`config.mk`:
```
export PLATFORM = sky130hd
export DESIGN_NAME = board_uart_top
export DESIGN_NICKNAME = d
export VERILOG_FILES = /design/src/verilog/board_pkg.sv /design/src/verilog/board_uart_top.sv /design/src/verilog/uart_tx.sv /design/src/verilog/board_frame_sender.sv /design/src/verilog/board_store.sv /design/src/verilog/board_cmd_decoder.sv
export SDC_FILE = /design/constraint.sdc
export NUM_CORES = 1
export LEC_CHECK = 0
export ABC_AREA = 1
export BUFFER_PORTS_ARGS = -buffer_cell sky130_fd_sc_hd__clkbuf_2
export CAP_MARGIN = 20
export CORE_UTILIZATION = 50
export DETAILED_ROUTE_END_ITERATION = 10
export PLACE_DENSITY = 0.68
export SYNTH_ARGS = -nofsm -noshare
export SYNTH_HDL_FRONTEND = slang
export SYNTH_HIERARCHICAL = 1
export SYNTH_SLANG_ARGS = --single-unit
```
`constraint.sdc`:
```
create_clock -name clock -period 10.1 [get_ports clock]
set_input_delay 0.505 -clock clock [delete_from_list [all_inputs] [get_ports clock]]
set_output_delay 0.505 -clock clock [all_outputs]
set_load 0.01 [all_outputs]
```
`src/verilog/board_pkg.sv`:
```
`default_nettype none

package board_pkg;

    // board geometry.
    parameter int GRID_ROWS = 9;
    parameter int GRID_COLS = 9;
    parameter int CELL_BITS = 4;
    parameter int CELL_COUNT = GRID_ROWS * GRID_COLS;
    parameter int BOARD_BITS = CELL_COUNT * CELL_BITS;  // cell i at bits 4i+3..4i.

    parameter int MAX_CELL_VALUE = 9;

    // event code byte followed by 41 data bytes.
    parameter int FRAME_BYTES = 42;

    typedef enum logic [1:0] {
        op_write_cell  = 2'd0,
        op_clear_board = 2'd1,
        op_send_board  = 2'd2,
        op_reserved    = 2'd3
    } cmd_op_t;

endpackage

`default_nettype wire
```
`src/verilog/board_uart_top.sv`:
```
`timescale 1ns/10ps
`default_nettype none

module board_uart_top import board_pkg::*; #(
    parameter logic [7:0] EVENT_CODE   = 8'hAC,
    parameter int         PACKET_GAP   = 1000,
    parameter int         CLKS_PER_BIT = 434
) (
    input  wire          clock,
    input  wire          reset,
    input  wire          cmd_valid,
    input  wire cmd_op_t cmd_op,
    input  wire [3:0]    cmd_row,
    input  wire [3:0]    cmd_col,
    input  wire [3:0]    cmd_value,
    output logic         cmd_ready,
    output logic         cmd_error,
    output logic         frame_done,
    output logic         serial_out
);

    logic                  cell_write_en;
    logic [6:0]            cell_index;
    logic [3:0]            cell_value;
    logic                  board_clear;
    logic                  send_start;
    logic                  sending;
    logic [BOARD_BITS-1:0] board;
    logic                  tx_start;
    logic [7:0]            tx_data;
    logic                  tx_busy;

    board_cmd_decoder decoder_i (
        .clock         (clock),
        .reset         (reset),
        .cmd_valid     (cmd_valid),
        .cmd_op        (cmd_op),
        .cmd_row       (cmd_row),
        .cmd_col       (cmd_col),
        .cmd_value     (cmd_value),
        .sending       (sending),
        .cmd_ready     (cmd_ready),
        .cell_write_en (cell_write_en),
        .cell_index    (cell_index),
        .cell_value    (cell_value),
        .board_clear   (board_clear),
        .send_start    (send_start),
        .cmd_error     (cmd_error)
    );

    board_store store_i (
        .clock         (clock),
        .reset         (reset),
        .cell_write_en (cell_write_en),
        .cell_index    (cell_index),
        .cell_value    (cell_value),
        .board_clear   (board_clear),
        .board         (board)
    );

    board_frame_sender #(
        .EVENT_CODE (EVENT_CODE),
        .PACKET_GAP (PACKET_GAP)
    ) sender_i (
        .clock      (clock),
        .reset      (reset),
        .send_start (send_start),
        .board      (board),
        .tx_busy    (tx_busy),
        .sending    (sending),
        .tx_start   (tx_start),
        .tx_data    (tx_data),
        .frame_done (frame_done)
    );

    uart_tx #(
        .CLKS_PER_BIT (CLKS_PER_BIT)
    ) uart_tx_i (
        .clock      (clock),
        .reset      (reset),
        .tx_start   (tx_start),
        .tx_data    (tx_data),
        .tx_busy    (tx_busy),
        .serial_out (serial_out)
    );

endmodule

`default_nettype wire

```
`src/verilog/uart_tx.sv`:
```
`timescale 1ns/10ps
`default_nettype none

module uart_tx #(
    parameter int CLKS_PER_BIT = 434
) (
    input  wire       clock,
    input  wire       reset,
    input  wire       tx_start,
    input  wire [7:0] tx_data,
    output logic      tx_busy,
    output logic      serial_out
);

    localparam int CLK_W = (CLKS_PER_BIT > 1) ? $clog2(CLKS_PER_BIT) : 1;

    typedef enum logic [1:0] {
        s_idle,
        s_start_bit,
        s_data_bits,
        s_stop_bit
    } state_t;

    state_t           state;
    logic [CLK_W-1:0] clk_count;
    logic [2:0]       bit_index;
    logic [7:0]       data_q;
    logic             bit_done;

    assign bit_done = (clk_count == CLK_W'(CLKS_PER_BIT - 1));
    assign tx_busy  = (state != s_idle);

    always_ff @(posedge clock or posedge reset) begin
        if (reset) begin
            state      <= s_idle;
            clk_count  <= '0;
            bit_index  <= '0;
            serial_out <= 1'b1;
        end else begin
            case (state)
                s_idle: begin
                    clk_count  <= '0;
                    bit_index  <= '0;
                    serial_out <= 1'b1;
                    if (tx_start) begin
                        serial_out <= 1'b0;  // start bit.
                        state      <= s_start_bit;
                    end
                end
                s_start_bit: begin
                    if (bit_done) begin
                        clk_count  <= '0;
                        serial_out <= data_q[0];
                        state      <= s_data_bits;
                    end else begin
                        clk_count <= clk_count + 1'b1;
                    end
                end
                s_data_bits: begin
                    if (bit_done) begin
                        clk_count <= '0;
                        if (bit_index == 3'd7) begin
                            serial_out <= 1'b1;  // stop bit.
                            state      <= s_stop_bit;
                        end else begin
                            bit_index  <= bit_index + 1'b1;
                            serial_out <= data_q[3'(bit_index + 1'b1)];
                        end
                    end else begin
                        clk_count <= clk_count + 1'b1;
                    end
                end
                s_stop_bit: begin
                    if (bit_done) begin
                        clk_count <= '0;
                        state     <= s_idle;
                    end else begin
                        clk_count <= clk_count + 1'b1;
                    end
                end
                default: state <= s_idle;
            endcase
        end
    end

    always_ff @(posedge clock) begin
        if (state == s_idle && tx_start)
            data_q <= tx_data;
    end

endmodule

`default_nettype wire

```
`src/verilog/board_frame_sender.sv`:
```
`timescale 1ns/10ps
`default_nettype none

module board_frame_sender import board_pkg::*; #(
    parameter logic [7:0] EVENT_CODE = 8'hAC,
    parameter int         PACKET_GAP = 1000  // at least one cycle.
) (
    input  wire                  clock,
    input  wire                  reset,
    input  wire                  send_start,
    input  wire [BOARD_BITS-1:0] board,
    input  wire                  tx_busy,
    output logic                 sending,
    output logic                 tx_start,
    output logic [7:0]           tx_data,
    output logic                 frame_done
);

    localparam int SNAP_BITS = 8 * (FRAME_BYTES - 1);
    localparam int PAD_BITS  = SNAP_BITS - BOARD_BITS;
    localparam int GAP_W     = (PACKET_GAP > 1) ? $clog2(PACKET_GAP) : 1;
    localparam int BYTE_W    = $clog2(FRAME_BYTES);

    typedef enum logic [2:0] {
        s_idle,
        s_gap,
        s_prepare,
        s_start,
        s_wait_end,
        s_next
    } state_t;

    state_t              state;
    logic [GAP_W-1:0]    gap_count;
    logic [BYTE_W-1:0]   byte_index;
    logic [SNAP_BITS-1:0] snapshot;
    logic                last_byte;

    assign last_byte = (byte_index == BYTE_W'(FRAME_BYTES - 1));

    always_ff @(posedge clock or posedge reset) begin
        if (reset) begin
            state      <= s_idle;
            gap_count  <= '0;
            byte_index <= '0;
            sending    <= 1'b0;
            tx_start   <= 1'b0;
            frame_done <= 1'b0;
        end else begin
            frame_done <= 1'b0;
            case (state)
                s_idle: begin
                    tx_start <= 1'b0;
                    if (send_start) begin
                        sending   <= 1'b1;
                        gap_count <= '0;
                        state     <= s_gap;
                    end
                end
                s_gap: begin
                    if (gap_count == GAP_W'(PACKET_GAP - 1)) begin
                        byte_index <= '0;
                        state      <= s_prepare;
                    end else begin
                        gap_count <= gap_count + 1'b1;
                    end
                end
                s_prepare: begin
                    if (!tx_busy) begin
                        tx_start <= 1'b1;
                        state    <= s_start;
                    end
                end
                s_start: begin
                    // busy is up from the next cycle on.
                    tx_start <= 1'b0;
                    state    <= s_wait_end;
                end
                s_wait_end: begin
                    if (!tx_busy)
                        state <= s_next;
                end
                s_next: begin
                    if (last_byte) begin
                        sending    <= 1'b0;
                        frame_done <= 1'b1;
                        state      <= s_idle;
                    end else begin
                        byte_index <= byte_index + 1'b1;
                        state      <= s_prepare;
                    end
                end
                default: state <= s_idle;
            endcase
        end
    end

    // frame payload. snapshot shifts one byte per data byte sent.
    always_ff @(posedge clock) begin
        if (state == s_idle && send_start)
            snapshot <= {{PAD_BITS{1'b0}}, board};
        else if (state == s_next && byte_index != '0)
            snapshot <= snapshot >> 8;

        if (state == s_prepare) begin
            if (byte_index == '0)
                tx_data <= EVENT_CODE;
            else
                tx_data <= {snapshot[3:0], snapshot[7:4]};  // even cell goes high.
        end
    end

    start_when_idle: assert property (@(posedge clock) disable iff (reset)
        tx_start |-> !tx_busy)
        else $error("tx_start issued while transmitter busy");

    no_send_in_frame: assert property (@(posedge clock) disable iff (reset)
        send_start |-> !sending)
        else $error("send_start arrived during a frame");

endmodule

`default_nettype wire

```
`src/verilog/board_store.sv`:
```
`timescale 1ns/10ps
`default_nettype none

module board_store import board_pkg::*; (
    input  wire                   clock,
    input  wire                   reset,
    input  wire                   cell_write_en,
    input  wire [6:0]             cell_index,
    input  wire [3:0]             cell_value,
    input  wire                   board_clear,
    output logic [BOARD_BITS-1:0] board
);

    logic [CELL_BITS-1:0] cells [CELL_COUNT];

    always_ff @(posedge clock or posedge reset) begin
        if (reset) begin
            for (int i = 0; i < CELL_COUNT; i++) begin
                cells[i] <= '0;
            end
        end else if (board_clear) begin
            for (int i = 0; i < CELL_COUNT; i++) begin
                cells[i] <= '0;
            end
        end else if (cell_write_en) begin
            cells[cell_index] <= cell_value;
        end
    end

    // flatten, cell 0 in the low nibble.
    for (genvar i = 0; i < CELL_COUNT; i++) begin : g_cell
        assign board[i*CELL_BITS +: CELL_BITS] = cells[i];
    end

    // decoder range check must keep the index on the board.
    write_in_range: assert property (@(posedge clock) disable iff (reset)
        cell_write_en |-> (cell_index < CELL_COUNT))
        else $error("cell write outside the board, index %0d", cell_index);

endmodule

`default_nettype wire

```
`src/verilog/board_cmd_decoder.sv`:
```
`timescale 1ns/10ps
`default_nettype none

module board_cmd_decoder import board_pkg::*; (
    input  wire          clock,
    input  wire          reset,
    input  wire          cmd_valid,
    input  wire cmd_op_t cmd_op,
    input  wire [3:0]    cmd_row,
    input  wire [3:0]    cmd_col,
    input  wire [3:0]    cmd_value,
    input  wire          sending,
    output logic         cmd_ready,
    output logic         cell_write_en,
    output logic [6:0]   cell_index,
    output logic [3:0]   cell_value,
    output logic         board_clear,
    output logic         send_start,
    output logic         cmd_error
);

    logic       cmd_fire;
    logic       operands_ok;
    logic [6:0] flat_index;

    // a send still in flight to the sender also blocks the port.
    assign cmd_ready = !sending && !send_start;
    assign cmd_fire  = cmd_valid && cmd_ready;

    assign operands_ok = (cmd_row < GRID_ROWS) && (cmd_col < GRID_COLS) &&
                         (cmd_value <= MAX_CELL_VALUE);

    assign flat_index = 7'(cmd_row * GRID_COLS + cmd_col);  // row major.

    always_ff @(posedge clock or posedge reset) begin
        if (reset) begin
            cell_write_en <= 1'b0;
            board_clear   <= 1'b0;
            send_start    <= 1'b0;
            cmd_error     <= 1'b0;
        end else begin
            cell_write_en <= 1'b0;
            board_clear   <= 1'b0;
            send_start    <= 1'b0;
            cmd_error     <= 1'b0;
            if (cmd_fire) begin
                case (cmd_op)
                    op_write_cell: begin
                        if (operands_ok)
                            cell_write_en <= 1'b1;
                        else
                            cmd_error <= 1'b1;  // out of range operand.
                    end
                    op_clear_board: board_clear <= 1'b1;
                    op_send_board:  send_start <= 1'b1;
                    default:        cmd_error <= 1'b1;
                endcase
            end
        end
    end

    always_ff @(posedge clock) begin
        if (cmd_fire) begin
            cell_index <= flat_index;
            cell_value <= cmd_value;
        end
    end

    // each accepted command has a single outcome.
    outcome_onehot: assert property (@(posedge clock) disable iff (reset)
        $onehot0({cell_write_en, board_clear, send_start, cmd_error}))
        else $error("decoder issued more than one outcome pulse");

endmodule

`default_nettype wire

```
==> run_summary.xml <==
<?xml version="1.0" encoding="UTF-8"?>
<metrics>
  <group name="yosys">
    <metric name="syn_area_per_cell" unit="um2">9.19</metric>
    <metric name="synth-edff-count" unit="">351</metric>
    <metric name="ys_types" unit="">39</metric>
    <metric name="synthesis.nets" unit="">3455</metric>
    <metric name="netlist_top_cells_count" unit="">1742 x sky130_fd_sc_hd__nand2_1, 419 x sky130_fd_sc_hd__nand3_1, 364 x sky130_fd_sc_hd__dfrtp_1, 351 x sky130_fd_sc_hd__edfxtp_1, 93 x sky130_fd_sc_hd__inv_1</metric>
    <metric name="netlist_instances" unit="">3410</metric>
    <metric name="ys.warnings.count" unit="">6</metric>
    <metric name="syn-cell-area" unit="um2">31300</metric>
    <metric name="synth_most_common_cell" unit="">sky130_fd_sc_hd__nand2_1</metric>
    <metric name="synth_seq_cells" unit="">716</metric>
    <metric name="synth.largest_area_cell" unit="">sky130_fd_sc_hd__edfxtp_1</metric>
    <metric name="synth_async_sr_flop_share" unit="%">51.0</metric>
    <metric name="synth_top_cells_by_area" unit="">sky130_fd_sc_hd__edfxtp_1 34%, sky130_fd_sc_hd__dfrtp_1 29%, sky130_fd_sc_hd__nand2_1 21%, sky130_fd_sc_hd__nand3_1 6.7%, sky130_fd_sc_hd__buf_6 1.2%</metric>
    <metric name="post-synth-top-area-fraction" unit="%">33.6</metric>
    <metric name="ys_dominant_reg_cell" unit="">sky130_fd_sc_hd__dfrtp_1</metric>
    <metric name="yosysSeqAreaShare" unit="%">62.8</metric>
  </group>
  <group name="final_layout">
    <metric name="post_route_cells_drive_above_1_share" unit="%">7.79</metric>
    <metric name="nFillCells" unit="">5538</metric>
    <metric name="synthToLayoutAreaGrowth" unit="%">9.04</metric>
    <metric name="post_layout_nonfiller_instances" unit="">4264</metric>
    <metric name="num_antenna_cells" unit="">0</metric>
    <metric name="finalCoreUtilization" unit="%">55.3</metric>
    <metric name="finalNetCount" unit="">3413</metric>
    <metric name="postLayoutCellArea" unit="um2">34200</metric>
  </group>
  <group name="critical_path">
    <metric name="timing.critical_path.arrival" unit="ns">4.27</metric>
    <metric name="ff2ff_setup_slack" unit="ns">6.14</metric>
    <metric name="path_common_cell" unit="">sky130_fd_sc_hd__buf_4</metric>
    <metric name="ff2ff_path_depth" unit="">7</metric>
    <metric name="reg2reg_from" unit="">sender_i/state[2]</metric>
    <metric name="cp_max_fo" unit="">144</metric>
    <metric name="path_depth" unit="">7</metric>
    <metric name="start_kind" unit="">flip-flop</metric>
    <metric name="regToRegEndpoint" unit="">sender_i/snapshot[322]</metric>
    <metric name="worst_ep_required_time" unit="ns">10.41</metric>
    <metric name="startpoint" unit="">sender_i/state[2]</metric>
    <metric name="worstPathBufferInverterCount" unit="">4</metric>
    <metric name="cp-end-kind" unit="">flip-flop</metric>
    <metric name="setup.worst_path.end" unit="">sender_i/snapshot[322]</metric>
    <metric name="critical_path.cell_chain" unit="">inv_1, nand2_2, inv_2, nand2_8, buf_4, buf_4, nor2_1</metric>
    <metric name="cp_slowest_cell" unit="">sky130_fd_sc_hd__buf_4</metric>
    <metric name="critical-path-top-delay-family" unit="">buffers and inverters</metric>
    <metric name="timing.setup.critical_path_class" unit="">reg2reg</metric>
    <metric name="critical_path.max_stage_delay" unit="ns">0.93</metric>
  </group>
  <group name="global_route">
    <metric name="gr-total-overflow" unit="">0</metric>
    <metric name="grt_max_degree" unit="">205</metric>
    <metric name="track_usage" unit="%">23.4</metric>
    <metric name="first_pass_grt_wire_length" unit="um">117000</metric>
    <metric name="grt_pass1_vias" unit="">21500</metric>
    <metric name="antenna_found_initial" unit="">1</metric>
  </group>
  <group name="power">
    <metric name="power.static_leakage" unit="nW">16.6</metric>
    <metric name="worst_ir_drop_on_vdd" unit="mV">0.125</metric>
    <metric name="power.density_cell_area" unit="nW/um2">194</metric>
  </group>
  <group name="worst_hold_path">
    <metric name="hp-class" unit="">in2reg</metric>
  </group>
  <group name="timing">
    <metric name="grt_setup_unrepaired" unit="">no</metric>
    <metric name="setup_total_negative_slack" unit="ns">0</metric>
    <metric name="hold_viol_final" unit="">0</metric>
    <metric name="worst_pin_slew" unit="ns">1.14</metric>
    <metric name="setup-violations-final" unit="">0</metric>
    <metric name="post-route-min-period" unit="ns">3.96</metric>
    <metric name="worst_clk_skew" unit="ns">0.0205</metric>
    <metric name="fmaxAchievable" unit="GHz">0.253</metric>
    <metric name="timing.final.crit_share" unit="%">39.2</metric>
    <metric name="slew_headroom" unit="%">23.7</metric>
    <metric name="hold_ws" unit="ns">0.0794</metric>
    <metric name="final_max_tran_viols" unit="">0</metric>
  </group>
  <group name="route">
    <metric name="vias_per_cell" unit="">5.25</metric>
    <metric name="drc" unit="">0</metric>
    <metric name="final_routed_wirelength" unit="um">72300</metric>
    <metric name="vias" unit="">22400</metric>
    <metric name="avgRoutedWirePerCell" unit="um">17.0</metric>
    <metric name="postRouteAntennaNets" unit="">0</metric>
    <metric name="dr.pass1.iters" unit="">6</metric>
    <metric name="drt_iter0_markers" unit="">2325</metric>
  </group>
  <group name="floorplan">
    <metric name="die_w" unit="um">252</metric>
    <metric name="initial_core_utilization" unit="%">50.7</metric>
    <metric name="die_height" unit="um">252</metric>
    <metric name="placement_rows" unit="">91</metric>
    <metric name="die-area" unit="um2">63700</metric>
    <metric name="ioPinCount" unit="">21</metric>
    <metric name="core-area" unit="um2">61800</metric>
  </group>
  <group name="place">
    <metric name="placed_cells" unit="">4126</metric>
    <metric name="globalplace.congestion" unit="">0.825</metric>
    <metric name="placement.cell_area" unit="um2">31800</metric>
    <metric name="io_buffer_count" unit="">20</metric>
    <metric name="dp_hpwl" unit="um">39900</metric>
  </group>
  <group name="cts">
    <metric name="cts_sinks" unit="">716</metric>
    <metric name="tritoncts" unit="">done</metric>
    <metric name="cts.repair_timing.setup_buffer_count" unit="">0</metric>
    <metric name="insertion_delay" unit="ns">0.61</metric>
    <metric name="clk_pin_slew_worst_paths" unit="ns">0.06</metric>
    <metric name="cts_hold_buf" unit="">1</metric>
    <metric name="numCtsBuffers" unit="">73</metric>
    <metric name="cts_max_path_buffers" unit="">3</metric>
    <metric name="clock_tree.htree_level_count" unit="">3</metric>
    <metric name="cts_root_buffer" unit="">sky130_fd_sc_hd__clkbuf_16</metric>
    <metric name="cts_resized" unit="">0</metric>
  </group>
  <group name="run">
    <metric name="timing.max_cap.violations" unit="">0</metric>
  </group>
  <group name="outcome">
    <metric name="status" unit="">finished, final reports clean</metric>
  </group>
</metrics>
sequential cells by signal, summed over array words and instances (netlist names):
name,cells
uart_tx_i/clk_count,9
sender_i/state,3
decoder_i/cmd_error,1
uart_tx_i/bit_index,3
store_i/board,324
uart_tx_i/data_q,8
sender_i/frame_done,1
uart_tx_i/state,2
sender_i/sending,1
sender_i/byte_index,6
decoder_i/board_clear,1
uart_tx_i/serial_out,1
sender_i/tx_start,1
sender_i/snapshot,324
decoder_i/cell_index,7
decoder_i/send_start,1
decoder_i/cell_value,4
decoder_i/cell_write_en,1
sender_i/gap_count,10
sender_i/tx_data,8
worst register-to-register path: stages (launching register included):
cell and delay [ns]:
sky130_fd_sc_hd__dfrtp_1 0.50, sky130_fd_sc_hd__inv_1 0.13, sky130_fd_sc_hd__nand2_2 0.12, sky130_fd_sc_hd__inv_2 0.07, sky130_fd_sc_hd__nand2_8 0.66, sky130_fd_sc_hd__buf_4 1.00
sky130_fd_sc_hd__buf_4 1.02, sky130_fd_sc_hd__nor2_1 0.19
report_power, final:
group | switching, mW | internal [mW]
registers | 0.0758 | 3.21
clock network | 1.12 | 1.53
logic | 0.526 | 0.158
final cells by class:
cell class,count,area (um2),share of cell area [%]
clock inverters,25,208,0.608
inverters,142,556,1.63
repair buffers,41,338,0.989
multi-input cells,2394,10200,29.9
well taps,837,1050,3.07
clock buffers,109,2120,6.20
flip-flops and latches,716,19700,57.6
routing by layer:
layer | up-vias | wire (um) | GRT usage, %
li1 | 10800 | - | -
met1 | 10800 | 32100 | 33.0
met2 | 592 | 34000 | 37.3
met3 | 110 | 4590 | 4.38
met4 | 0 | 1560 | 6.16
met5 | - | 0 | 0
worst min-delay path by stage:
stage / startpoint / cells past startpoint / endpoint / slack [ns]
5_1_grt: cmd_value[0] / 1 / decoder_i/cell_value[0] / 0.06
4_1_cts: cmd_value[0] / 1 / decoder_i/cell_value[0] / 0.05
3_3_place_gp: sender_i/tx_data[5] / 0 / uart_tx_i/data_q[5] / 0.40
3_5_place_dp: sender_i/tx_data[0] / 0 / uart_tx_i/data_q[0] / 0.40
2_1_floorplan: reset / 1 / decoder_i/board_clear / 0.27
6_report: cmd_value[0] / 1 / decoder_i/cell_value[0] / 0.08
cells by family after synthesis:
group / share of synthesized area, %
compound gates: 0.507
xor+xnor: 0.196
fa+ha+maj: 1.14
buf+inv: 4.73
flops: 62.8
simple gates: 30.6
cells in the final DEF, fill, tap and decap left out, drive strengths merged:
master       synthesis  final
bufinv               0      3
clkbuf              41    129
edfxtp             351    351
xor2                 6      6
nand3              422    422
buf                117     20
nand4                5      5
o211a                1      1
or2                  1      1
a21oi               10     10
o22ai                3      3
clkinv               0     18
inv                142    144
ha                  27     27
nor3                 6      6
and3                 1      1
dfstp                1      1
nor3b                4      4
dlygate4sd3          0      1
nand2             1773   1773
nor2               117    117
clkinvlp             0      2
o21ai               13     13
nand3b               2      2
dfrtp              364    364
xnor2                1      1
fa                   1      1
a21boi               1      1
metrics by stage:
stage | total power, mW | worst slack, ns
final | 6.62 | 6.14
after global routing | 6.88 | 5.81
after CTS | 6.67 | 6.17
after detailed placement | 4.03 | 6.19
after global placement | 4.02 | 6.28
after floorplan | 3.84 | 0.625
Note: power is estimated with default switching activity, not from simulation.
